==> src/rtl/sys_pkg.sv <==
/* Address map and shared types of the 68000-side peripheral bus.
   Window bases cover upper address bits only, so smaller slaves alias inside their window. */
`default_nettype none

package sys_pkg;

	typedef logic [31:0] addr_t;
	typedef logic [15:0] word_t;

	// Slave picked by the address decoder
	typedef enum logic [2:0] {
		CS_NONE,
		CS_BOOT,
		CS_STACK,
		CS_RAND,
		CS_LED
	} cs_e;

	// ====================
	// Address map

	// Bits 31:16, the low vectors 0..7 also map here
	localparam logic [15:0] BOOT_BASE = 16'hFFFC;
	// Bits 31:20
	localparam logic [11:0] STACK_BASE = 12'hFF4;
	// Bits 31:4
	localparam logic [27:0] RAND_ADDR = 28'hFFDC0C0;
	localparam logic [27:0] LED_ADDR = 28'hFFDC060;

	// ====================
	// LFSR taps for x^16+x^14+x^13+x^11+1, shifted towards the MSB
	localparam word_t RAND_TAPS = 16'hB400;

endpackage

`default_nettype wire
==> src/rtl/cpu_req_if.sv <==
/* One processor request, already converted from the active-low 68000 strobes.
   Signals are valid only while stb is high. */
`timescale 1ns/1ns
`default_nettype none

interface cpu_req_if;

	logic            stb;
	logic            we;
	logic            ube;
	logic            lbe;
	sys_pkg::addr_t  addr;
	sys_pkg::word_t  wdata;

	// Driven by the decoder
	modport master (output stb, output we, output ube, output lbe,
		output addr, output wdata);

	// Seen by every slave
	modport slave (input stb, input we, input ube, input lbe,
		input addr, input wdata);

endinterface

`default_nettype wire

==> src/rtl/rand_gen.sv <==
/* RAND_SEED must be nonzero, a zero write loads the seed instead.
   Each read steps the sequence once, writes do not step it. */
`timescale 1ns/1ns
`default_nettype none

module rand_gen #(
	parameter sys_pkg::word_t RAND_SEED = 16'hACE1
) (
	input  wire logic       cpu_clk,
	input  wire logic       rst,
	input  wire logic       cs_i,
	cpu_req_if.slave        req,
	output logic            ack_o,
	output sys_pkg::word_t  rdata_o
);

	sys_pkg::word_t lfsr;
	logic           take;
	logic           fb;

	assign take = cs_i & req.stb & ~ack_o;
	// Fibonacci feedback from the tapped bits
	assign fb = ^(lfsr & sys_pkg::RAND_TAPS);

	always_ff @(posedge cpu_clk) begin
		if (rst) begin
			ack_o <= 1'b0;
			lfsr  <= RAND_SEED;
		end else begin
			ack_o <= take;
			if (take && req.we)
				lfsr <= (req.wdata == '0) ? RAND_SEED : req.wdata;
			else if (take)
				lfsr <= {lfsr[14:0], fb};
		end
	end

	// Value before the step goes back to the processor
	always_ff @(posedge cpu_clk) begin
		if (take)
			rdata_o <= lfsr;
	end

	lfsr_nonzero_a: assert property (@(posedge cpu_clk) disable iff (rst)
		lfsr != '0);

endmodule

`default_nettype wire

==> src/flat_wrapper.sv <==
// flat-port wrapper written by rule: the top's interface ports become plain ports
module rand_gen_flat 
#(
	parameter sys_pkg::word_t RAND_SEED = 16'hACE1
)
  (cpu_clk, rst, cs_i, ack_o, rdata_o, req_stb, req_we, req_ube, req_lbe, req_addr, req_wdata);
  cpu_req_if req_i ();
  input  wire logic cpu_clk;
  input  wire logic rst;
  input  wire logic cs_i;
  output logic ack_o;
  output sys_pkg::word_t rdata_o;
  input wire logic [$bits(req_i.stb)-1:0] req_stb;
  input wire logic [$bits(req_i.we)-1:0] req_we;
  input wire logic [$bits(req_i.ube)-1:0] req_ube;
  input wire logic [$bits(req_i.lbe)-1:0] req_lbe;
  input wire logic [$bits(req_i.addr)-1:0] req_addr;
  input wire logic [$bits(req_i.wdata)-1:0] req_wdata;
  assign req_i.stb = req_stb;
  assign req_i.we = req_we;
  assign req_i.ube = req_ube;
  assign req_i.lbe = req_lbe;
  assign req_i.addr = req_addr;
  assign req_i.wdata = req_wdata;
  rand_gen #(.RAND_SEED(RAND_SEED)) u_core (.cpu_clk(cpu_clk), .rst(rst), .cs_i(cs_i), .req(req_i), .ack_o(ack_o), .rdata_o(rdata_o));
endmodule
==> config.mk <==
export PLATFORM = sky130hd
export DESIGN_NAME = rand_gen_flat
export DESIGN_NICKNAME = d
export VERILOG_FILES = /design/src/rtl/sys_pkg.sv /design/src/rtl/cpu_req_if.sv /design/src/rtl/rand_gen.sv /design/src/flat_wrapper.sv
export SDC_FILE = /design/constraint.sdc
export NUM_CORES = 1
export LEC_CHECK = 0
export BUFFER_PORTS_ARGS = -buffer_cell sky130_fd_sc_hd__buf_2
export CAP_MARGIN = 40
export CELL_PAD_IN_SITES_DETAIL_PLACEMENT = 1
export CELL_PAD_IN_SITES_GLOBAL_PLACEMENT = 1
export CORE_AREA = 2 2 62 78
export CTS_CLUSTER_DIAMETER = 40
export DETAILED_ROUTE_END_ITERATION = 7
export DIE_AREA = 0 0 64 80
export PLACE_DENSITY_LB_ADDON = 0.1
export SYNTH_ARGS = -nofsm -noshare
export SYNTH_HDL_FRONTEND = slang
export SYNTH_SLANG_ARGS = --single-unit
==> constraint.sdc <==
create_clock -name cpu_clk -period 2.2 [get_ports cpu_clk]
set_clock_uncertainty 0.2 [all_clocks]
set_input_delay 0.22 -clock cpu_clk [delete_from_list [all_inputs] [get_ports cpu_clk]]
set_output_delay 0.22 -clock cpu_clk [all_outputs]
set_load 0.01 [all_outputs]
==> metrics.log <==
[metrics] total negative setup slack: 0 ns
[metrics] count of buffer and inverter cells on the critical path: 3
[metrics] area enclosed by the die boundary: 5120 µm²
[metrics] number of primary I/O pins: around 70
[metrics] post-synthesis sequential area ratio: 64.82%
[metrics] CTS buffer count: 5
[metrics] final estimated routing congestion in global placement: 0.7446
[metrics] Longest Clk Path Bufs: 2
[metrics] count of nets left with antenna violations after detail routing: 0
[metrics] Post-Synthesis Mean Instance Area: around 13 µm²
[metrics] maximum clock frequency: ~0.47 GHz
[metrics] total power divided by cell area: between 700 and 800 nW/µm²
[metrics] worst skew pair latency: 0.28 ns
[metrics] via count of the first global-routing pass: 960
[metrics] number of vias in the routed layout: 933
[metrics] Tot GR Track Use: 13.25%
[metrics] Final Core Density: 37.09%
[metrics] crit path max fanout: 8
[metrics] Worst Path Class, Setup: primary input to register
[metrics] worst rel slew slack: 74.32%
[metrics] critical path endpoint category: register
[metrics] arrival time at the worst endpoint: 2.12 ns
[metrics] Clock Sinks: 33
[metrics] most used flip-flop cell after synthesis: sky130_fd_sc_hd__dfxtp_1
[metrics] die height: around 80 µm
[metrics] Max-Cap Viols: 0
[metrics] min Tclk post-route: between 2 and 2.5 ns
[metrics] vias per inst: about 4.7
[metrics] total congestion overflow: 0
[metrics] multi-input combinational cell area: around 420 µm²
[metrics] initial cell density of the core: 29.06%
[metrics] area growth from synthesis to final layout: 27.67%
[metrics] die width: between 60 and 70 µm
[metrics] Critical Path Slowest Stage Cell: sky130_fd_sc_hd__dlygate4sd3_1
[metrics] share of total power in combinational logic: approximately 11%
[metrics] largest area contributor in the synthesized netlist: sky130_fd_sc_hd__edfxtp_1
[metrics] summed instance area of the synthesized netlist: 1266 µm²
[metrics] power share of the sequential group: around 56%
[metrics] endpoints failing setup: 0
[metrics] most common cell in the netlist: sky130_fd_sc_hd__dfxtp_1
[metrics] detailed router's first-iteration violation count: 42
[metrics] number of synthesized flops with an enable pin: 16
[metrics] post-route clock period utilization: 95.75%
[metrics] FP Rows: 27
[metrics] Hold Vio Cnt, Final: 0
[metrics] switching part of the total power: 24.12%
[metrics] CTS clk-pin slew, worst paths: approximately 0.060 ns
[metrics] TritonRoute pass-1 iters: 2
[metrics] cell types with the highest counts after synthesis: 17 x sky130_fd_sc_hd__dfxtp_1, 16 x sky130_fd_sc_hd__edfxtp_1, 9 x sky130_fd_sc_hd__nor2_1
[metrics] maximum level of the CTS H-tree: 2
[metrics] Max VDD drop: 0.0003234 V
[metrics] share of synthesized flip-flops with an asynchronous set or reset: 0%
[metrics] distinct cell type count of the synthesized netlist: 19
[metrics] number of remaining DRC errors: 0
[metrics] kind of cell with the highest combined delay on the critical path: buffers and inverters
[metrics] top-area cell type share of the netlist area: 37.94%
[metrics] antenna violations before repair: 0
[metrics] share of power burned in the clock network: 33.3%
[metrics] maximum number of pins on one net before global-route repair: 34
[metrics] final worst hold slack: 0.01959 ns
[metrics] number of input and output port buffers inserted: 37
[metrics] number of instances resized during post-cts repair: 0
[metrics] ratio of cells with drive above 1 in the final layout: 35.92%
[metrics] path class of the lowest-slack min-delay path: primary input to register
[metrics] final layout net count: 197
[metrics] Pins Over Slew Limit: 0
[metrics] drt wl/cell: 14.92 µm
[metrics] list of cells traversed by the critical path: dlygate4sd3_1 > buf_2 > or4_4 > o41ai_4 > buf_4 > o22ai_1 > o21ai_1
[metrics] net switching power figure: 0.3047 mW
[metrics] cell types with the largest area share after synthesis: sky130_fd_sc_hd__edfxtp_1 38%, sky130_fd_sc_hd__dfxtp_1 27%, sky130_fd_sc_hd__mux2i_1 6.3%
[metrics] detailed-route wire length: 2984 µm
[metrics] register bit total from synthesis: 33
[metrics] CTS tree: built
[metrics] leakage power: 0.6243 nW
[metrics] clock root cell: sky130_fd_sc_hd__clkbuf_8
[metrics] area used by sequential logic in the layout: between 800 and 900 µm²
[metrics] startpoint type of the worst setup path: primary input
[metrics] cell-internal power: 0.9585 mW
[metrics] n_diodes: 0
[metrics] slew at the pin with the worst max-slew slack: 0.3852 ns
[metrics] run status: finished, final reports clean
[metrics] post-synthesis cell count: 99
[metrics] warnings from Yosys: 0
[metrics] fill cell total of the finished layout: between 400 and 500
[metrics] required time of the worst setup path: 2.22 ns
[metrics] core region area: roughly 4400 µm²
[metrics] synthesized netlist net count: roughly 150
[metrics] highest cell delay on the worst timing path: 0.53 ns
[metrics] wire length of the first global-routing pass: 4981 µm
[metrics] setup repair after global routing missed its margin: false
==> worst min-delay path, delay by kind of cell <==
kind            cells  cell delay, ns
buf+inv             1            0.09
compound gates      2            0.16
==> routing by layer <==
metal  share of wire (%)  up-vias  track usage [%]
li1                    -      461                -
met1                  42      445            16.06
met2                  51       21            20.73
met3                 5.0        6            5.078
met4                 2.0        0            5.870
met5                   0        -                0
==> power groups by stage <==
stage / Combinational, mW / Sequential [mW] / Clock [mW]
global route: 0.156 / 0.707 / 0.466
finish: 0.140 / 0.703 / 0.421
CTS: 0.143 / 0.703 / 0.438
detailed placement: 0.141 / 0.717 / 0
global placement: 0.138 / 0.715 / 0
floorplan: 0.0774 / 0.718 / 0
==> metrics by stage <==
| step | instance area, µm² | power, mW | cells | worst slack (ns) |
|---|---|---|---|---|
| 6_report | 1617 | 1.263 | 200 | 0.09339 |
| 5_1_grt | 1617 | 1.329 | 200 | 0.04297 |
| 4_1_cts | 1617 | 1.284 | 200 | 0.08832 |
| 3_5_place_dp | 1530 | 0.8579 | 192 | 0.2795 |
| 3_3_place_gp | 1530 | 0.8539 | 192 | 0.2973 |
| 2_1_floorplan | 1266 | 0.7957 | 99 | 0.1421 |
==> cell usage in the layout (no fill, tap or decap) <==
master / Yosys / routed
sky130_fd_sc_hd__edfxtp_1: 16 / 16
sky130_fd_sc_hd__a211oi_1: 8 / 8
sky130_fd_sc_hd__clkbuf_1: 3 / 1
sky130_fd_sc_hd__clkbuf_8: 0 / 5
sky130_fd_sc_hd__nor3_1: 2 / 2
sky130_fd_sc_hd__dfxtp_1: 17 / 17
sky130_fd_sc_hd__buf_4: 0 / 4
sky130_fd_sc_hd__nand3b_1: 1 / 1
sky130_fd_sc_hd__a21oi_1: 8 / 8
sky130_fd_sc_hd__or4_4: 3 / 3
sky130_fd_sc_hd__nor2_1: 9 / 9
sky130_fd_sc_hd__dlygate4sd3_1: 0 / 1
sky130_fd_sc_hd__mux2i_1: 8 / 8
sky130_fd_sc_hd__o21ai_1: 7 / 7
sky130_fd_sc_hd__xnor2_1: 3 / 3
sky130_fd_sc_hd__or4_1: 1 / 1
sky130_fd_sc_hd__clkinv_1: 1 / 2
sky130_fd_sc_hd__o41ai_4: 1 / 1
sky130_fd_sc_hd__o41a_2: 1 / 1
sky130_fd_sc_hd__o22ai_1: 7 / 7
sky130_fd_sc_hd__buf_2: 1 / 37
==> kinds of logic (layout without fill, tap and decap cells) <==
kind of cell / Yosys count / in the layout / synth area share [%]
muxes: 8 / 8 / 6.324
AOI/OAI and AO/OA: 32 / 32 / 17.29
xor gates and xnor gates: 3 / 3 / 2.075
buffers and inverters: 7 / 50 / 2.173
DFF: 33 / 33 / 64.82
and+or+nand+nor: 16 / 16 / 7.312
==> registers in the layout, indices dropped and copies added (netlist names) <==
name / cells
u_core.lfsr: 16
u_core.rdata_o: 16
u_core.ack_o: 1
==> final cells by class <==
| class | instances | area share, % |
|---|---|---|
| Multi-Input combinational cell | 59 | 25.85 |
| Clock inverter | 1 | 0.2322 |
| Sequential cell | 33 | 50.77 |
| Timing Repair Buffer | 42 | 13.93 |
| Clock buffer | 6 | 4.489 |
| Inverter | 1 | 0.2322 |
| Tap cell | 58 | 4.489 |
==> what timing repair did <==
action	in CTS	in global routing
setup buffers	0	0
endpoints found under the hold margin	1	0
setup endpoints to repair	0	0
hold buffers	1	0
==> path summary, 6_finish.rpt <==
path                               startpoint  cells past startpoint  slack (ns)                            to
hold / removal                  req_wdata[13]                      3        0.02  u_core.lfsr[13]$_SDFFE_PP1P_
setup reg to reg      u_core.ack_o$_SDFF_PP0_                      6        0.71   u_core.lfsr[0]$_SDFFE_PP1P_
setup / recovery                 req_wdata[0]                      7        0.09   u_core.lfsr[5]$_SDFFE_PP1P_
hold reg to reg   u_core.lfsr[3]$_SDFFE_PP0P_                      0        0.26   u_core.rdata_o[3]$_DFFE_PP_
No activity file was read; power rests on OpenSTA's default activity.
