`src/rtl/sys_pkg.sv`:
```
/* Address map and shared types of the 68000-side peripheral bus.
   Window bases cover upper address bits only, so smaller slaves alias inside their window. */
`default_nettype none

package sys_pkg;

	typedef logic [31:0] addr_t;
	typedef logic [15:0] word_t;

	// Slave picked by the address decoder
	typedef enum logic [2:0] {
		CS_NONE,
		CS_BOOT,
		CS_STACK,
		CS_RAND,
		CS_LED
	} cs_e;

	// ====================
	// Address map

	// Bits 31:16, the low vectors 0..7 also map here
	localparam logic [15:0] BOOT_BASE = 16'hFFFC;
	// Bits 31:20
	localparam logic [11:0] STACK_BASE = 12'hFF4;
	// Bits 31:4
	localparam logic [27:0] RAND_ADDR = 28'hFFDC0C0;
	localparam logic [27:0] LED_ADDR = 28'hFFDC060;

	// ====================
	// LFSR taps for x^16+x^14+x^13+x^11+1, shifted towards the MSB
	localparam word_t RAND_TAPS = 16'hB400;

endpackage

`default_nettype wire
```
`src/rtl/cpu_req_if.sv`:
```
/* One processor request, already converted from the active-low 68000 strobes.
   Signals are valid only while stb is high. */
`timescale 1ns/1ns
`default_nettype none

interface cpu_req_if;

	logic            stb;
	logic            we;
	logic            ube;
	logic            lbe;
	sys_pkg::addr_t  addr;
	sys_pkg::word_t  wdata;

	// Driven by the decoder
	modport master (output stb, output we, output ube, output lbe,
		output addr, output wdata);

	// Seen by every slave
	modport slave (input stb, input we, input ube, input lbe,
		input addr, input wdata);

endinterface

`default_nettype wire

```
`src/rtl/led_port.sv`:
```
/* Buttons are expected clean, there is no debouncing here.
   Only the low byte of a write reaches the LEDs. */
`timescale 1ns/1ns
`default_nettype none

module led_port (
	input  wire logic       cpu_clk,
	input  wire logic       rst,
	input  wire logic       cs_i,
	cpu_req_if.slave        req,
	output logic            ack_o,
	output sys_pkg::word_t  rdata_o,
	input  wire logic [7:0] sw_i,
	input  wire logic       btn_d_i,
	input  wire logic       btn_r_i,
	input  wire logic       btn_l_i,
	output logic [7:0]      led_o
);

	logic [7:0] led_q;
	logic       take;

	assign take = cs_i & req.stb & ~ack_o;

	always_ff @(posedge cpu_clk) begin
		if (rst) begin
			ack_o <= 1'b0;
			led_q <= '0;
		end else begin
			ack_o <= take;
			if (take && req.we && req.lbe)
				led_q <= req.wdata[7:0];
		end
	end

	// Switches on both byte lanes
	assign rdata_o = {sw_i, sw_i};

	// Button priority is down, right, left
	always_comb begin
		if (btn_d_i)
			led_o = req.addr[23:16];
		else if (btn_r_i)
			led_o = req.addr[15:8];
		else if (btn_l_i)
			led_o = req.addr[7:0];
		else
			led_o = led_q;
	end

endmodule

`default_nettype wire

```
`src/flat_wrapper.sv`:
```
// flat-port wrapper written by rule: the top's interface ports become plain ports
module led_port_flat 
  (cpu_clk, rst, cs_i, ack_o, rdata_o, sw_i, btn_d_i, btn_r_i, btn_l_i, led_o, req_stb, req_we, req_ube, req_lbe, req_addr, req_wdata);
  cpu_req_if req_i ();
  input  wire logic cpu_clk;
  input  wire logic rst;
  input  wire logic cs_i;
  output logic ack_o;
  output sys_pkg::word_t rdata_o;
  input  wire logic [7:0] sw_i;
  input  wire logic btn_d_i;
  input  wire logic btn_r_i;
  input  wire logic btn_l_i;
  output logic [7:0] led_o;
  input wire logic [$bits(req_i.stb)-1:0] req_stb;
  input wire logic [$bits(req_i.we)-1:0] req_we;
  input wire logic [$bits(req_i.ube)-1:0] req_ube;
  input wire logic [$bits(req_i.lbe)-1:0] req_lbe;
  input wire logic [$bits(req_i.addr)-1:0] req_addr;
  input wire logic [$bits(req_i.wdata)-1:0] req_wdata;
  assign req_i.stb = req_stb;
  assign req_i.we = req_we;
  assign req_i.ube = req_ube;
  assign req_i.lbe = req_lbe;
  assign req_i.addr = req_addr;
  assign req_i.wdata = req_wdata;
  led_port u_core (.cpu_clk(cpu_clk), .rst(rst), .cs_i(cs_i), .req(req_i), .ack_o(ack_o), .rdata_o(rdata_o), .sw_i(sw_i), .btn_d_i(btn_d_i), .btn_r_i(btn_r_i), .btn_l_i(btn_l_i), .led_o(led_o));
endmodule
```
`config.mk`:
```
export PLATFORM = sky130hd
export DESIGN_NAME = led_port_flat
export DESIGN_NICKNAME = d
export VERILOG_FILES = /design/src/rtl/sys_pkg.sv /design/src/rtl/cpu_req_if.sv /design/src/rtl/led_port.sv /design/src/flat_wrapper.sv
export SDC_FILE = /design/constraint.sdc
export NUM_CORES = 1
export LEC_CHECK = 0
export BUFFER_PORTS_ARGS = -buffer_cell sky130_fd_sc_hd__buf_2
export CAP_MARGIN = 20
export CORE_UTILIZATION = 33
export DETAILED_ROUTE_END_ITERATION = 8
export PLACE_DENSITY = 0.8
export SYNTH_ARGS = -nofsm -noshare
export SYNTH_HDL_FRONTEND = slang
export SYNTH_SLANG_ARGS = --single-unit
```
`constraint.sdc`:
```
create_clock -name cpu_clk -period 1.1 [get_ports cpu_clk]
set_input_delay 0.11 -clock cpu_clk [delete_from_list [all_inputs] [get_ports cpu_clk]]
set_output_delay 0.11 -clock cpu_clk [all_outputs]
set_load 0.01 [all_outputs]
```
==> summary.txt, run 1 <==
Status
  – Outcome: complete, but fails checks
  – Failing checks: negative setup slack

STA
  – Setup WS post-layout: -0.235 ns
  – Slew HR: 83.8%
  – Tcrit/Tclk final: 121%
  – Final setup TNS: -1.59 ns
  – Clk_skew: 0.00373 ns
  – Fmax achieved: 0.749 GHz
  – Slew Viols, Final: 0
  – Final Setup Violations: 8
  – Final hold vios: 0
  – Final min period: 1.33 ns
  – Unrepaired setup endpoints after global routing: true
  – Worst-Margin Slew: around 0.24 ns

Job
  – MaxCap Viol Count: 0

Min path
  – Hold path depth: 3
  – Hold Path End: u_core.led_q[6]
  – Hold wc startpoint: req_wdata[6]
  – Min-delay worst type: in -> reg

Synthesis
  – Sequential area share after synthesis: 23.3%
  – #FFs+latches synth: 9
  – Synthesis Warnings: 0
  – Post-Syn Area: slightly below 800 um^2
  – Mapped Avg Cell Area: 8.67 um^2
  – Mapped Nets: 155
  – Distinct cells, synth: 12
  – Mapped Cells: 89

Pwr
  – Cell Int Power: 0.618 mW
  – PwrDens: approximately 860 nW/um^2
  – Max VDD drop: 0.603 mV
  – LEAKAGE: between 0.4 and 0.5 nW
  – Power share of the combinational group: 29.1%
  – Clock Power Share: 31.0%
  – Sequential power share: between 40% and 50%
  – Sw frac: a little over a quarter
  – NetSw: 0.229 mW

Route
  – Routed wire length: around 1600 um
  – WL/cell: 10.8 um
  – DRC: 0
  – Vias per cell: between 4 and 5
  – DRT iter0 DRCs: 4
  – Total vias in the final route: about 670
  – Drt first pass iters: 4
  – Post-DRT Antenna Nets: 0

Finish
  – Final core utilization: 44.4%
  – Area grow syn2layout: 27.2%
  – Layout cells sized above 1: 54.5%
  – Most frequent cells in the layout: buf_2, nand2b_1, mux2i_1
  – Post-route cell area: 982 um^2
  – Multi-input gate area: 459 um^2
  – Most common cell after layout, fill and taps aside: buf_2
  – N_diodes: 0
  – Layout filler cell count: 228
  – Register area: 184 um^2
  – Fin nets: 190

Clock network
  – Cts hold-fix bufs: 0
  – H-Tree Depth: 1
  – Sink Count: 9
  – Longest Clk Path Bufs: 2
  – Num CTS Buffers: 3
  – Clock tree from TritonCTS: built
  – Setup Buffers After CTS: 0
  – Root buffer cell: clkbuf_4
  – Worst-path clk slew: 0.06 ns
  – Worst-Skew Late Latency: 0.27 ns

Floorplan
  – Initial Util: a little over a third
  – Cell Rows: 17
  – IO Pins: around 90
  – DIE WIDTH: between 50 and 60 um
  – Die Footprint: 2540 um^2
  – Die Y-Extent: 50.4 um
  – Area of the core: ~2200 um^2

Critical path
  – Crit path capture type: output port
  – Worst-path cell with the longest stage delay: dfxtp_2
  – R2r setup slk: 0.11 ns
  – RR Startpoint: u_core.ack_o
  – Arrival @ worst endpoint: 1.22 ns
  – CP max stage delay: about 0.32 ns
  – CP Max Fanout: 2
  – Crit Path Class: reg -> out
  – Setup crit start kind: flop
  – RR Endpoint: u_core.led_q[4]
  – Critical Path, Cell by Cell: mux2i_2 -> o21ai_1 -> mux2_2 -> buf_6
  – CP required: 0.99 ns
  – Cell count of the worst reg-to-reg path: 3

GRT
  – Initial antenna violation count: 0
  – M2 GR Usage: 24.7%
  – Met3 Use GR: 2.73%
  – Met1 usage: 14.2%
  – Largest net degree at the start of global routing: 18
  – Vias in the first global route: 661
  – All-Layer GR Usage: 13.9%
  – Busiest grt layer: met2
  – Grt ovf: 0
  – First-pass GRT wire length: 2670 um

Placed design
  – DP Worst Slack: -0.0990 ns
  – Area after DPL: a little over 900 um^2
  – I/O Buffers: 49
  – RePlAce Congestion: 0.648
  – Dpl hpwl: ~1400 um
[flip-flops by register name, summed over array words and instances (netlist names)]
register / flops
u_core.ack_o: 1
u_core.led_q: 8
[area by class of cell]
cell class	instances	share of cell area, %
Tap cell	28	3.57
Sequential cell	9	18.7
Multi-Input combinational cell	60	46.8
Clock buffer	4	2.68
Timing Repair Buffer	50	28.3
[synthesized netlist by cell type]
master,n,share of area [%]
clkbuf_1,2,0.97
nand2_2,1,0.81
o21ai_0,8,5.2
nand2b_1,16,13
mux2i_1,16,21
mux2_2,8,12
dfxtp_1,9,23
nand2_1,9,4.4
buf_4,17,17
nor3_1,1,0.65
nor3_4,1,2.1
buf_2,1,0.65
[layer usage]
layer / share of wire (%) / vias up
li1: - / 349
met1: 40 / 274
met2: 49 / 33
met3: 7.3 / 11
met4: 4.0 / 0
met5: 0 / -
[power by group through the flow]
stage / registers, mW / clock network (mW) / logic [mW]
3_5_place_dp: 0.346 / 0 / 0.235
3_3_place_gp: 0.345 / 0 / 0.227
6_report: 0.339 / 0.262 / 0.246
2_1_floorplan: 0.345 / 0 / 0.183
4_1_cts: 0.338 / 0.268 / 0.247
5_1_grt: 0.340 / 0.291 / 0.270
[timing repair]
item	in CTS	in global routing
resized for setup	4	6
setup endpoints to repair	8	8
pin swaps	0	3
[worst max-delay path: cells and delay by family, from the launching register on]
family | cells | cell delay (ns)
flops | 1 | 0.32
compound gates | 1 | 0.09
mux | 2 | 0.43
buf+inv | 1 | 0.12
[through the flow]
stage	cells	power [mW]	hold WS, ns
4_1_cts	151	0.853	0.0959
6_report	151	0.847	0.0888
3_5_place_dp	147	0.580	0.220
2_1_floorplan	89	0.528	0.265
5_1_grt	151	0.901	0.0904
3_3_place_gp	147	0.572	0.220
[kinds of logic (layout without fill, tap and decap cells)]
family	count (synthesis)	count (layout)	synth area share [%]
and+or+nand+nor	28	28	20.9
AOI/OAI and AO/OA	8	8	5.19
muxes	24	24	32.4
buffers and inverters	20	54	18.2
DFF	9	9	23.3
[how the worst max path moves through the flow]
stage / startpoint / to / slack, ns / depth (start not counted)
after CTS: u_core.led_q[5] / led_o[5] / -0.24 / 4
after floorplan: u_core.ack_o / u_core.led_q[0] / 0.05 / 2
final: u_core.led_q[5] / led_o[5] / -0.23 / 4
after detailed placement: btn_l_i / led_o[5] / -0.1 / 5
after global placement: btn_l_i / led_o[7] / -0.06 / 5
after global routing: u_core.led_q[5] / led_o[5] / -0.29 / 4
No activity file was read; power rests on OpenSTA's default activity.
==> run 2: changes to the inputs <==
--- a/config.mk
+++ b/config.mk
@@ -9,7 +9,7 @@
 export CAP_MARGIN = 20
 export CORE_UTILIZATION = 33
 export DETAILED_ROUTE_END_ITERATION = 8
-export PLACE_DENSITY = 0.8
+export PLACE_DENSITY = 0.79
 export SYNTH_ARGS = -nofsm -noshare
 export SYNTH_HDL_FRONTEND = slang
 export SYNTH_SLANG_ARGS = --single-unit
==> run 2 against run 1 <==
  * The flow still finishes with violations (negative setup slack)
  * Final cell count is the same
  * Global-route usage shrank 0.15 points
  * Total power increased by 2.8%
  * Critical path depth unchanged
  * Clock-buffer cell count is the same
  * Die area unchanged
  * Hold slack improved by 0.010 ns
  * Clock skew fell by 0.0025 ns
  * Sequential power hardly changed
  * Critical path type unchanged
  * Largest power group unchanged
==> summary.txt, run 2 (synthesized netlist as in run 1, its figures left out) <==
Route
  – Vias per cell: 4.49 (+1.6%)
  – Routed wire length: 1740 um (+6.3%)
  – Drt first pass iters: 4 (unchanged)
  – Post-DRT Antenna Nets: 0 (unchanged)
  – DRT iter0 DRCs: 9 (+5)
  – Total vias in the final route: 678 (+1.6%)
  – WL/cell: 11.5 um (+6.3%)
  – DRC: 0 (unchanged)

Floorplan
  – Initial Util: 34.9% (unchanged)
  – IO Pins: 91 (unchanged)
  – Die Footprint: 2540 um^2 (unchanged)
  – DIE WIDTH: 50.4 um (unchanged)
  – Die Y-Extent: 50.4 um (unchanged)
  – Area of the core: 2210 um^2 (unchanged)
  – Cell Rows: 17 (unchanged)

STA
  – Clk_skew: 0.00120 ns (-0.00253 ns)
  – Slew Viols, Final: 0 (unchanged)
  – Slew HR: 84.0% (+0.11 points)
  – Fmax achieved: 0.759 GHz (+1.4%)
  – Worst-Margin Slew: 0.241 ns (-0.00166 ns)
  – Final hold vios: 0 (unchanged)
  – Final Setup Violations: 8 (unchanged)
  – Minimum hold slack: 0.0991 ns (+0.0103 ns)
  – Final min period: 1.32 ns (-0.0178 ns)
  – Unrepaired setup endpoints after global routing: true
  – Setup WS post-layout: -0.217 ns (+0.0178 ns)
  – Tcrit/Tclk final: 120% (-1.6 points)

Critical path
  – R2r setup slk: 0.12 ns (about the same)
  – CP required: 0.99 ns (about the same)
  – Crit path capture type: output port
  – RR Endpoint: u_core.led_q[1]
  – Critical Path, Cell by Cell: mux2i_1 -> o21ai_1 -> mux2_4 -> buf_6
  – CP Max Fanout: 2 (unchanged)
  – RR Startpoint: u_core.ack_o
  – CP max stage delay: 0.32 ns (about the same)
  – Worst-path cell with the longest stage delay: dfxtp_2
  – Crit Path Class: reg -> out
  – Arrival @ worst endpoint: 1.21 ns (about the same)
  – Setup crit start kind: flop
  – Cell count of the worst reg-to-reg path: 3 (unchanged)

Min path
  – Hold wc startpoint: req_wdata[5]
  – Min-delay worst type: in -> reg
  – Hold path depth: 3 (unchanged)
  – Hold Path End: u_core.led_q[5]

Clock network
  – Cts hold-fix bufs: 0 (unchanged)
  – Sink Count: 9 (unchanged)
  – Clock tree from TritonCTS: built
  – H-Tree Depth: 1 (unchanged)
  – Num CTS Buffers: 3 (unchanged)
  – Worst-path clk slew: 0.06 ns (about the same)
  – Longest Clk Path Bufs: 2 (unchanged)
  – Worst-Skew Late Latency: 0.26 ns (about the same)
  – Setup Buffers After CTS: 0 (unchanged)
  – Root buffer cell: clkbuf_4

Status
  – Failing checks: negative setup slack
  – Outcome: complete, but fails checks

Finish
  – Layout cells sized above 1: 54.5% (unchanged)
  – Register area: 185 um^2 (+0.68%)
  – Max reg flops: 8 (unchanged)
  – Multi-input gate area: 470 um^2 (+2.5%)
  – Post-route cell area: 1020 um^2 (+3.8%)
  – N_diodes: 0 (unchanged)
  – Fin nets: 190 (unchanged)
  – Most frequent cells in the layout: buf_2, mux2i_1, nand2b_1
  – Final core utilization: 46.1% (+1.7 points)
  – Largest regs: u_core.led_q (8), u_core.ack_o (1)
  – Layout filler cell count: 219 (-3.9%)
  – Top reg by flops: u_core.led_q
  – Most common cell after layout, fill and taps aside: buf_2
  – Area grow syn2layout: 32.1%

Placed design
  – I/O Buffers: 49 (unchanged)
  – Dpl hpwl: 1390 um (+2.7%)
  – Area after DPL: 932 um^2 (unchanged)
  – RePlAce Congestion: 0.786 (+21%)

GRT
  – Vias in the first global route: 630 (-4.7%)
  – Grt ovf: 0 (unchanged)
  – Largest net degree at the start of global routing: 18 (unchanged)
  – First-pass GRT wire length: 2590 um (-2.8%)
  – All-Layer GR Usage: 13.8% (-0.15 points)
  – Initial antenna violation count: 0 (unchanged)

Pwr
  – PwrDens: 854 nW/um^2 (-1.0%)
  – Pwr Total: 0.871 mW (+2.8%)
  – LEAKAGE: 0.489 nW (+5.7%)
  – Max VDD drop: 0.461 mV (-24%)

Job
  – MaxCap Viol Count: 0 (unchanged)
-- run 2: cell counts in the layout (fill, tap and decap cells not counted) --
Identical to the previous run, type by type.
-- run 2: routing by layer --
metal / wire [um] / vias up / track usage [%] / part of all wire, %
met5: 0 / - / 0 / 0
met4: 23 / 0 / 10.6 / 1.3
met3: 110 / 9 / 0.909 / 6.3
met2: 879 / 30 / 24.2 / 51
met1: 725 / 289 / 15.2 / 42
li1: - / 350 / - / -
-- run 2: timing repair --
item / CTS / global route
pin swaps: 0 / 2
resized for setup: 11 / 8
setup endpoints to repair: 8 / 8
-- run 2: worst max-delay path by stage --
stage               startpoint              end  slack [ns]  depth (start not counted)
3_5_place_dp           btn_l_i         led_o[5]       -0.10                          5
4_1_cts        u_core.led_q[5]         led_o[5]       -0.24                          4
6_report       u_core.led_q[5]         led_o[5]       -0.22                          4
5_1_grt        u_core.led_q[5]         led_o[5]       -0.28                          4
3_3_place_gp           btn_l_i         led_o[3]       -0.09                          5
2_1_floorplan     u_core.ack_o  u_core.led_q[0]        0.05                          2
-- run 2: where the power goes --
group | total, mW | internal [mW] | switching [mW]
sequential | 0.339 | 0.334 | 0.00476
clock | 0.255 | 0.140 | 0.116
combinational | 0.276 | 0.166 | 0.110
total | 0.871 | 0.640 | 0.231
-- run 2: metrics by stage --
stage / worst slack, ns / setup TNS (ns) / cells
6_report: -0.217 / -1.57 / 151
5_1_grt: -0.284 / -2.09 / 151
4_1_cts: -0.240 / -1.72 / 151
3_5_place_dp: -0.101 / -0.471 / 147
3_3_place_gp: -0.0855 / -0.326 / 147
2_1_floorplan: 0.0519 / 0 / 89
-- run 2: worst max-delay path, delay by kind of cell, from the launching register on --
| kind | cells | cell delay [ns] |
|---|---|---|
| AO/OA/AOI/OAI | 1 | 0.09 |
| multiplexers | 2 | 0.42 |
| flip-flops | 1 | 0.32 |
| buffers and inverters | 1 | 0.12 |
-- run 2: final cells by class --
cell class,instances,area share [%]
Multi-Input combinational cell,60,46.1
Sequential cell,9,18.2
Tap cell,28,3.44
Timing Repair Buffer,50,29.7
Clock buffer,4,2.58
