File: src/rtl/sys_pkg.sv
/* Address map and shared types of the 68000-side peripheral bus.
   Window bases cover upper address bits only, so smaller slaves alias inside their window. */
`default_nettype none

package sys_pkg;

	typedef logic [31:0] addr_t;
	typedef logic [15:0] word_t;

	// Slave picked by the address decoder
	typedef enum logic [2:0] {
		CS_NONE,
		CS_BOOT,
		CS_STACK,
		CS_RAND,
		CS_LED
	} cs_e;

	// ====================
	// Address map

	// Bits 31:16, the low vectors 0..7 also map here
	localparam logic [15:0] BOOT_BASE = 16'hFFFC;
	// Bits 31:20
	localparam logic [11:0] STACK_BASE = 12'hFF4;
	// Bits 31:4
	localparam logic [27:0] RAND_ADDR = 28'hFFDC0C0;
	localparam logic [27:0] LED_ADDR = 28'hFFDC060;

	// ====================
	// LFSR taps for x^16+x^14+x^13+x^11+1, shifted towards the MSB
	localparam word_t RAND_TAPS = 16'hB400;

endpackage

`default_nettype wire
File: src/rtl/cpu_req_if.sv
/* One processor request, already converted from the active-low 68000 strobes.
   Signals are valid only while stb is high. */
`timescale 1ns/1ns
`default_nettype none

interface cpu_req_if;

	logic            stb;
	logic            we;
	logic            ube;
	logic            lbe;
	sys_pkg::addr_t  addr;
	sys_pkg::word_t  wdata;

	// Driven by the decoder
	modport master (output stb, output we, output ube, output lbe,
		output addr, output wdata);

	// Seen by every slave
	modport slave (input stb, input we, input ube, input lbe,
		input addr, input wdata);

endinterface

`default_nettype wire

File: src/rtl/bus_decode.sv
/* Purely combinational decode, no register between strobes and dtack.
   Unmapped addresses select nothing and are never acknowledged. */
`timescale 1ns/1ns
`default_nettype none

module bus_decode (
	input  wire logic           cpu_clk,
	input  wire logic           rst,
	input  wire logic           as_n,
	input  wire logic           uds_n,
	input  wire logic           lds_n,
	input  wire logic           r_w,
	input  sys_pkg::addr_t      addr_i,
	input  sys_pkg::word_t      data_i,
	input  wire logic           ack_boot_i,
	input  wire logic           ack_stack_i,
	input  wire logic           ack_rand_i,
	input  wire logic           ack_led_i,
	input  sys_pkg::word_t      rdata_boot_i,
	input  sys_pkg::word_t      rdata_stack_i,
	input  sys_pkg::word_t      rdata_rand_i,
	input  sys_pkg::word_t      rdata_led_i,
	cpu_req_if.master           req,
	output logic                cs_boot_o,
	output logic                cs_stack_o,
	output logic                cs_rand_o,
	output logic                cs_led_o,
	output sys_pkg::word_t      data_o,
	output logic                dtack_n_o
);

	sys_pkg::cs_e cs;

	// ====================
	// Pin strobes to request
	assign req.stb   = ~as_n & ~(uds_n & lds_n);
	assign req.we    = ~r_w;
	assign req.ube   = ~uds_n;
	assign req.lbe   = ~lds_n;
	assign req.addr  = addr_i;
	assign req.wdata = data_i;

	// ====================
	// Address decode, ROM wins at the reset vectors
	always_comb begin
		if (addr_i[31:16] == sys_pkg::BOOT_BASE || addr_i[31:3] == '0)
			cs = sys_pkg::CS_BOOT;
		else if (addr_i[31:20] == sys_pkg::STACK_BASE)
			cs = sys_pkg::CS_STACK;
		else if (addr_i[31:4] == sys_pkg::RAND_ADDR)
			cs = sys_pkg::CS_RAND;
		else if (addr_i[31:4] == sys_pkg::LED_ADDR)
			cs = sys_pkg::CS_LED;
		else
			cs = sys_pkg::CS_NONE;
	end

	assign cs_boot_o  = (cs == sys_pkg::CS_BOOT);
	assign cs_stack_o = (cs == sys_pkg::CS_STACK);
	assign cs_rand_o  = (cs == sys_pkg::CS_RAND);
	assign cs_led_o   = (cs == sys_pkg::CS_LED);

	// Read data back to the processor
	always_comb begin
		case (cs)
			sys_pkg::CS_BOOT:  data_o = rdata_boot_i;
			sys_pkg::CS_STACK: data_o = rdata_stack_i;
			sys_pkg::CS_RAND:  data_o = rdata_rand_i;
			sys_pkg::CS_LED:   data_o = rdata_led_i;
			default:           data_o = '0;
		endcase
	end

	assign dtack_n_o = ~(ack_boot_i | ack_stack_i | ack_rand_i | ack_led_i);

	// Slaves must never answer together
	ack_onehot_a: assert property (@(posedge cpu_clk) disable iff (rst)
		$onehot0({ack_boot_i, ack_stack_i, ack_rand_i, ack_led_i}));

endmodule

`default_nettype wire

File: src/flat_wrapper.sv
// flat-port wrapper written by rule: the top's interface ports become plain ports
module bus_decode_flat 
  (cpu_clk, rst, as_n, uds_n, lds_n, r_w, addr_i, data_i, ack_boot_i, ack_stack_i, ack_rand_i, ack_led_i, rdata_boot_i, rdata_stack_i, rdata_rand_i, rdata_led_i, cs_boot_o, cs_stack_o, cs_rand_o, cs_led_o, data_o, dtack_n_o, req_stb, req_we, req_ube, req_lbe, req_addr, req_wdata);
  cpu_req_if req_i ();
  input  wire logic cpu_clk;
  input  wire logic rst;
  input  wire logic as_n;
  input  wire logic uds_n;
  input  wire logic lds_n;
  input  wire logic r_w;
  input  sys_pkg::addr_t addr_i;
  input  sys_pkg::word_t data_i;
  input  wire logic ack_boot_i;
  input  wire logic ack_stack_i;
  input  wire logic ack_rand_i;
  input  wire logic ack_led_i;
  input  sys_pkg::word_t rdata_boot_i;
  input  sys_pkg::word_t rdata_stack_i;
  input  sys_pkg::word_t rdata_rand_i;
  input  sys_pkg::word_t rdata_led_i;
  output logic cs_boot_o;
  output logic cs_stack_o;
  output logic cs_rand_o;
  output logic cs_led_o;
  output sys_pkg::word_t data_o;
  output logic dtack_n_o;
  output wire logic [$bits(req_i.stb)-1:0] req_stb;
  output wire logic [$bits(req_i.we)-1:0] req_we;
  output wire logic [$bits(req_i.ube)-1:0] req_ube;
  output wire logic [$bits(req_i.lbe)-1:0] req_lbe;
  output wire logic [$bits(req_i.addr)-1:0] req_addr;
  output wire logic [$bits(req_i.wdata)-1:0] req_wdata;
  assign req_stb = req_i.stb;
  assign req_we = req_i.we;
  assign req_ube = req_i.ube;
  assign req_lbe = req_i.lbe;
  assign req_addr = req_i.addr;
  assign req_wdata = req_i.wdata;
  bus_decode u_core (.cpu_clk(cpu_clk), .rst(rst), .as_n(as_n), .uds_n(uds_n), .lds_n(lds_n), .r_w(r_w), .addr_i(addr_i), .data_i(data_i), .ack_boot_i(ack_boot_i), .ack_stack_i(ack_stack_i), .ack_rand_i(ack_rand_i), .ack_led_i(ack_led_i), .rdata_boot_i(rdata_boot_i), .rdata_stack_i(rdata_stack_i), .rdata_rand_i(rdata_rand_i), .rdata_led_i(rdata_led_i), .req(req_i), .cs_boot_o(cs_boot_o), .cs_stack_o(cs_stack_o), .cs_rand_o(cs_rand_o), .cs_led_o(cs_led_o), .data_o(data_o), .dtack_n_o(dtack_n_o));
endmodule
File: config.mk
export PLATFORM = sky130hd
export DESIGN_NAME = bus_decode_flat
export DESIGN_NICKNAME = d
export VERILOG_FILES = /design/src/rtl/sys_pkg.sv /design/src/rtl/cpu_req_if.sv /design/src/rtl/bus_decode.sv /design/src/flat_wrapper.sv
export SDC_FILE = /design/constraint.sdc
export NUM_CORES = 1
export LEC_CHECK = 0
export BUFFER_PORTS_ARGS = -buffer_cell sky130_fd_sc_hd__buf_2
export CAP_MARGIN = 20
export CELL_PAD_IN_SITES_DETAIL_PLACEMENT = 2
export CELL_PAD_IN_SITES_GLOBAL_PLACEMENT = 2
export CORE_ASPECT_RATIO = 1.5
export CORE_MARGIN = 1.5
export CORE_UTILIZATION = 11
export DETAILED_ROUTE_END_ITERATION = 10
export GPL_ROUTABILITY_DRIVEN = 0
export PLACE_DENSITY_LB_ADDON = 0.25
export SYNTH_ARGS = -nofsm -noshare
export SYNTH_HDL_FRONTEND = slang
export SYNTH_SLANG_ARGS = --single-unit
File: constraint.sdc
create_clock -name vclk -period 4.6
set_input_delay 0.46 -clock vclk [all_inputs]
set_output_delay 0.46 -clock vclk [all_outputs]
set_load 0.03 [all_outputs]
==> qor.txt, run 1 <==
Crit end category -> output pin
Max Clk Rate -> 328 MHz
Clock buffers -> 0
Die Ht -> 122 µm
Post-place setup slack -> 1430 ps
Hold_sp -> addr_i[0]
I/O Buffers -> 155
Worst EP arrival -> 2590 ps
CTS resizes -> 0
Final Non-Filler Cells -> 348
Worst Hold Class -> in -> out
Pwr dens -> 76.7 nW/µm²
Total Routing Usage GR -> 9.76%
Placed cell count -> 348
Finish-stage setup viols -> 0
Post-CTS Setup Repair Bufs -> 0
Hold WS -> 920 ps
Hold Path Stages -> 0
Crit path max-delay cell type -> and3_1
Most used cell, CP -> buf_2
Starting DRT DRC Count -> 30
Tmin final -> 3050 ps
Worst path bufs/invs -> 2
WS Path Type -> in -> out
RSZ-0062 raised after global routing -> false
Design Power -> 118 µW
Synth warn -> 0
Area leader, netlist -> buf_4
Largest delay share family, worst path -> simple AND/OR/NAND/NOR gates
Num ports -> 195
Sequential cell count -> 0
Slew Limit Headroom -> 46.4%
Hold_buf cts -> 0
Maximum VDD drop -> 0.0000267 V
Most numerous cell in the Yosys netlist -> buf_4
Antenna Nets Post-Route -> 0
Synth Instances -> 135
Synthesized area per cell -> 7.66 µm²
Cell depth of the worst setup path -> 7
Final Cycle Share -> 66.2%
Fillers -> 1141
DR WL/cell -> 15.2 µm
Top post-synthesis cells by count -> buf_4, and2_1, a22o_1, a221o_1, nor4_1
Antenna violations before repair -> 0
Routed WL -> 5.29 mm
Final hold violation count -> 0
CP Cell Sequence -> buf_2, nand3_1, or4_1, nor3_2, and3_1, a221o_1, buf_2
Fin nets -> 360
Vias -> 1417
Storage cell area -> 0 µm²
Worst setup margin -> 1550 ps
CP required -> 4140 ps
TNS Setup -> 0 ps
Pleak -> 0.878 nW
Initial Utilization -> 11.2%
Distinct cells, synth -> 23
Status -> finished clean
Largest net degree at the start of global routing -> 19
First-pass GRT wire length -> 7.50 mm
Die W -> 82.2 µm
Antenna cells -> 0
HPWL Detailed -> 4.38 mm
Core footprint -> 9200 µm²
Hold Path End -> req_addr[0]
Vias in the first global route -> 1552
Layout cells sized above 1 -> 68.6%
Overflow after GRT -> 0
Max_cap viols -> 0
Rows -> 43
Post-Syn Area -> 1030 µm²
Top cells by area, synth -> buf_4, a221o_1, a22o_1, and2_1, nor4_1
Register area share after synthesis -> 0%
Die area -> 10000 µm²
Measured slew at the worst slew-check pin -> 804 ps
Drt drc -> 0
Final instance area -> 1540 µm²
Max incr delay on CP -> 710 ps
Area Growth Syn to Fin -> 48.9%
Share of the synthesized area in the top cell type -> 34.8%
Worst setup SP type -> primary input
Vias per cell -> 4.07
1st-pass router iterations -> 4
Multi-input logic area -> 591 µm²
Layout Utilization -> 16.7%
DP Area -> 1540 µm²
Max Fanout on Critical Path -> 18
Synthesized netlist net count -> 257
Max Slew Vio Count -> 0
-- final cells by class --
cell class                      count  share of cell area, %
Inverter                            3                  0.731
Multi-Input combinational cell     75                   38.3
Tap cell                          112                   9.10
Timing Repair Buffer              158                   51.8
-- routing by layer --
layer | vias to the layer above | share of wire [%] | GRT usage (%)
met1 | 656 | 35 | 9.14
met2 | 100 | 56 | 21.7
met4 | 0 | 0 | 0.106
li1 | 661 | - | -
met5 | - | 0 | 0
met3 | 0 | 9.1 | 1.27
-- layout by cell type (no fill, tap or decap), drive strengths merged --
cell type / Yosys / final
nor2b: 2 / 2
and2: 18 / 18
inv: 3 / 3
nor3: 3 / 3
nor4: 6 / 6
a221o: 16 / 16
buf: 54 / 158
a22o: 17 / 17
and3: 1 / 1
nand3: 2 / 2
nand4: 2 / 2
nand2: 2 / 2
or4: 4 / 4
a21oi: 1 / 1
nor2: 1 / 1
-- cells by family (layout without fill, tap and decap cells) --
| group | Yosys count | count (layout) | synth area share (%) |
|---|---|---|---|
| and+or+nand+nor | 41 | 41 | 26.7 |
| buffers and inverters | 60 | 161 | 42.9 |
| AOI/OAI and AO/OA | 34 | 34 | 30.3 |
-- power breakdown --
part	switching [mW]	internal (mW)	total, mW
Clock	0	0	0
Sequential	0	0	0
Combinational	0.0670	0.0512	0.118
Total	0.0670	0.0512	0.118
-- worst max-delay path by stage --
stage                             to       start  slack, ps
after floorplan           data_o[10]   addr_i[8]       2170
after global placement     data_o[4]  addr_i[25]       1440
after detailed placement   data_o[4]  addr_i[25]       1430
after CTS                  data_o[4]  addr_i[25]       1420
after global routing      data_o[10]  addr_i[25]       1340
final                      data_o[4]  addr_i[25]       1550
Power figures use the tool's default switching activity.
==> run 2: changes to the inputs <==
- ABC_AREA: not set -> 1
- clock period: 4.6 -> 3 ns (I/O delays scaled with it)
==> qor.txt, run 2 <==
Status -> finished clean
Vias per cell -> 3.95 (-3.1%)
Die W -> 91.1 µm (+11%)
Compound-Gate Fraction of Synth Area -> 0.391% (-30 points)
Most numerous cell in the Yosys netlist -> nand3_1
Post-place setup slack -> 747 ps (-683 ps)
Measured slew at the worst slew-check pin -> 512 ps (-291 ps)
Post-Syn Area -> 1280 µm² (+24%)
WS Path Type -> in -> out
Hold WS -> 600 ps (-320 ps)
Top post-synthesis cells by count -> nand3_1, buf_4, nand2_1, inv_1, nor2_1
TNS Setup -> 0 ps (unchanged)
Finish-stage setup viols -> 0 (unchanged)
Clock buffers -> 0 (unchanged)
Crit path max-delay cell type -> buf_4
Max incr delay on CP -> 330 ps (-380 ps)
Routed WL -> 6.54 mm (+24%)
Max_cap viols -> 0 (unchanged)
Layout cells sized above 1 -> 53.4% (-15 points)
Rows -> 48 (+12%)
Final Cycle Share -> 73.0%
Area leader, netlist -> buf_4
Starting DRT DRC Count -> 13 (-57%)
Synth Area in XOR/XNOR -> 0% (unchanged)
Max Clk Rate -> 457 MHz
Num ports -> 195 (unchanged)
RSZ-0062 raised after global routing -> false
Slew Limit Headroom -> 65.8% (+19 points)
Commonest non-fill, non-tap cells in the layout -> buf_2, nand3_1, nand2_1
Largest net degree at the start of global routing -> 21 (+2)
Share of the synthesized area in the top cell type -> 29.9% (-4.9 points)
Pwr dens -> 98.3 nW/µm² (+28%)
Synthesized netlist net count -> 345 (+34%)
Register area share after synthesis -> 0% (unchanged)
Most common cell after layout, fill and taps aside -> buf_2
Initial Utilization -> 11.2% (-0.019 points)
CP required -> 2700 ps (-1440 ps)
Pleak -> 1.03 nW (+17%)
Max Fanout on Critical Path -> 20 (+2)
Fillers -> 1486 (+30%)
Worst Hold Class -> in -> out
Synthesized area per cell -> 5.75 µm² (-25%)
Drt drc -> 0 (unchanged)
First-pass GRT wire length -> 10.0 mm (+34%)
Synth Instances -> 223 (+65%)
Top cells by area, synth -> buf_4, nand3_1, nand2_1, nand4_1, inv_1
Placed cell count -> 474 (+36%)
DR WL/cell -> 13.8 µm (-9.2%)
Worst EP arrival -> 1890 ps (-700 ps)
Multi-input logic area -> 742 µm² (+26%)
Tmin final -> 2190 ps
Hold_buf cts -> 0 (unchanged)
Synth warn -> 0 (unchanged)
Final Non-Filler Cells -> 474 (+36%)
CTS resizes -> 0 (unchanged)
Antenna violations before repair -> 1 (+1)
Main combinational cell family by area after synthesis -> simple AND/OR/NAND/NOR gates
I/O Buffers -> 155 (unchanged)
Overflow after GRT -> 0 (unchanged)
Die area -> 12300 µm² (+23%)
Total Routing Usage GR -> 10.1% (+0.34 points)
Worst setup SP type -> primary input
Worst setup margin -> 811 ps (-744 ps)
Most used cell, CP -> buf_2
Mux cell area share after synthesis -> 0% (unchanged)
Core footprint -> 11400 µm² (+24%)
Sequential cell count -> 0 (unchanged)
Maximum VDD drop -> 0.0000446 V (+67%)
Synth Area in Simple Gates -> 57.5% (+31 points)
Storage cell area -> 0 µm² (unchanged)
Antenna Nets Post-Route -> 0 (unchanged)
Vias -> 1870 (+32%)
Antenna cells -> 0 (unchanged)
Max Slew Vio Count -> 0 (unchanged)
Area Growth Syn to Fin -> 42.6%
CP Cell Sequence -> buf_2, inv_2, nor3_2, nand2_2, nor2_4, buf_4, nand3_1, nand4_1, buf_2
Final hold violation count -> 0 (unchanged)
Post-CTS Setup Repair Bufs -> 0 (unchanged)
Distinct cells, synth -> 21 (-8.7%)
Vias in the first global route -> 1997 (+29%)
Post-Synth Adder-Cell Area -> 0% (unchanged)
Fin nets -> 448 (+24%)
Crit end category -> output pin
1st-pass router iterations -> 3 (-1)
Die Ht -> 135 µm (+11%)
HPWL Detailed -> 5.55 mm (+27%)
## run 2: cell count changes after synthesis, moves of 16 or more
| cell | previous run | this run |
|---|---|---|
| a22o_1 | 17 | 0 |
| nor2_1 | 1 | 17 |
| and2_1 | 18 | 2 |
| a221o_1 | 16 | 0 |
| inv_1 | 3 | 24 |
| nand2_1 | 2 | 35 |
| nand3_1 | 2 | 52 |
## run 2: per-layer routing
metal	GRT usage [%]	wire [µm]
met1	10.3	2250
met4	0.434	8
met5	0	16
met2	21.8	3770
met3	1.68	492
## run 2: stage by stage
stage	power, mW	util (%)	area (µm²)
3_3_place_gp	0.180	16.0	1830
4_1_cts	0.183	16.0	1830
3_5_place_dp	0.183	16.0	1830
5_1_grt	0.197	16.0	1830
6_report	0.180	16.0	1830
2_1_floorplan	0.153	-	1280
## run 2: final timing paths
kind,start,end,slack (ps),depth (start not counted)
setup / recovery,addr_i[31],data_o[0],810,9
hold / removal,addr_i[0],req_addr[0],600,0
## run 2: logic make-up after synthesis
| group | Yosys count |
|---|---|
| simple gates | 139 |
| buf+inv | 83 |
| compound gates | 1 |
## run 2: cell type report
class / instances / area share [%]
Inverter: 27 / 5.82
Multi-Input combinational cell: 140 / 40.6
Tap cell: 150 / 10.3
Timing Repair Buffer: 157 / 43.3
## run 2: report_power, final
part | leakage, nW | internal, mW | switching [mW] | total, mW
clock network | 0 | 0 | 0 | 0
registers | 0 | 0 | 0 | 0
logic | 1.03 | 0.0723 | 0.107 | 0.180
total | 1.03 | 0.0723 | 0.107 | 0.180
## run 2: worst max-delay path, delay by kind of cell
| family | cells | cell delay (ps) |
|---|---|---|
| buf+inv | 4 | 670 |
| simple gates | 5 | 900 |
==> run 3: changes to the inputs <==
- clock period: 3 -> 2.2 ns (I/O delays scaled with it)
==> qor.txt, run 3 (synthesis gave the netlist of run 2 again) <==
Vias -> 1875 (+0.27%)
Fin nets -> 452 (+0.89%)
I/O Buffers -> 155 (unchanged)
Status -> finished clean
Fillers -> 1478 (-0.54%)
CTS resizes -> 0 (unchanged)
Most Used Layer, Global Route -> met2
Initial Utilization -> 11.2% (unchanged)
DR WL/cell -> 13.5 µm (-2.2%)
Antenna cells -> 0 (unchanged)
TNS Setup -> 0 ps (unchanged)
HPWL Detailed -> 5.54 mm (-0.15%)
GR met3 Demand/Resource -> 1.29% (-0.39 points)
Drt drc -> 0 (unchanged)
CP required -> 1980 ps (-720 ps)
Measured slew at the worst slew-check pin -> 351 ps (-161 ps)
Hold WS -> 440 ps (-160 ps)
Max Slew Vio Count -> 0 (unchanged)
Layout cells sized above 1 -> 54.0% (+0.57 points)
Max Fanout on Critical Path -> 10 (-50%)
Post-CTS Setup Repair Bufs -> 0 (unchanged)
Area Growth Syn to Fin -> 47.9%
Core footprint -> 11400 µm² (unchanged)
Max Clk Rate -> 543 MHz
Final Cycle Share -> 83.8%
Sequential cell count -> 0 (unchanged)
Pwr dens -> 130 nW/µm² (+32%)
Most common cell after layout, fill and taps aside -> buf_2
1st-pass router iterations -> 3 (unchanged)
Worst Hold Class -> in -> out
Tmin final -> 1840 ps
Num ports -> 195 (unchanged)
Antenna Nets Post-Route -> 0 (unchanged)
Hold_sp -> addr_i[0]
Overflow after GRT -> 0 (unchanged)
Met2 GRT Util -> 21.1% (-0.62 points)
Routed WL -> 6.45 mm (-1.4%)
Largest net degree at the start of global routing -> 21 (unchanged)
Die area -> 12300 µm² (unchanged)
Final hold violation count -> 0 (unchanged)
Met1 usage -> 10.4% (+0.14 points)
Max_cap viols -> 0 (unchanged)
Die W -> 91.1 µm (unchanged)
Total Routing Usage GR -> 9.94% (-0.16 points)
Worst setup SP type -> primary input
Rows -> 48 (unchanged)
Die Ht -> 135 µm (unchanged)
Pleak -> 1.06 nW (+2.9%)
First-pass GRT wire length -> 9.93 mm (-1.1%)
Hold Path End -> req_addr[0]
Vias in the first global route -> 2040 (+2.2%)
RSZ-0062 raised after global routing -> false
Commonest non-fill, non-tap cells in the layout -> buf_2, nand3_1, nand2_1
Storage cell area -> 0 µm² (unchanged)
Hold_buf cts -> 0 (unchanged)
Antenna violations before repair -> 1 (unchanged)
Vias per cell -> 3.92 (-0.57%)
Crit end category -> output pin
Finish-stage setup viols -> 0 (unchanged)
Clock buffers -> 0 (unchanged)
WS Path Type -> in -> out
Maximum VDD drop -> 0.0000523 V (+17%)
Starting DRT DRC Count -> 22 (+9)
Slew Limit Headroom -> 76.5% (+11 points)
Worst EP arrival -> 1620 ps (-270 ps)
Hold Path Stages -> 0 (unchanged)
run 3: cell count changes in the layout (fill, tap and decap cells not counted):
cell	delta
buf_12	+3
buf_4	+1
run 3: stage by stage:
stage	util [%]	worst slack, ps	power [mW]	std cells	area (µm²)
2_1_floorplan	-	414	0.208	223	1280
3_3_place_gp	16.6	320	0.247	478	1890
3_5_place_dp	16.6	309	0.251	478	1890
4_1_cts	16.6	304	0.252	478	1890
5_1_grt	16.6	170	0.269	478	1890
6_report	16.6	357	0.246	478	1890
run 3: worst max-delay path, cell delays in order:
cell and delay (ps):
buf_2 100, nor2_1 140, and2_1 170, nand3_1 150, nor2_4 290, buf_12 170, nand3_1 70, nand4_1 100
buf_2 210
run 3: how the worst max path moves through the flow:
stage / from / end / slack, ps / depth (start not counted)
after floorplan: addr_i[12] / cs_led_o / 410 / 3
after global placement: addr_i[4] / data_o[5] / 320 / 9
after detailed placement: addr_i[4] / data_o[5] / 310 / 9
after CTS: addr_i[4] / data_o[5] / 300 / 9
after global routing: addr_i[4] / data_o[2] / 170 / 9
final: addr_i[4] / data_o[5] / 360 / 9
run 3: routing by layer:
layer | part of all wire [%] | wire length (µm)
met1 | 36 | 2330
met4 | 0.67 | 43
met2 | 56 | 3620
met5 | 0.25 | 16
met3 | 6.8 | 437
run 3: where the power goes:
group          leakage [nW]  total, mW  internal, mW  switching [mW]
Sequential                0          0             0               0
Combinational          1.06      0.246        0.0999           0.146
Clock                     0          0             0               0
run 3: layout make-up:
class | count | area, µm² | share of cell area (%)
multi-input combinational | 140 | 742 | 39.2
timing repair buffer | 161 | 858 | 45.3
inverter | 27 | 106 | 5.61
tap | 150 | 188 | 9.91
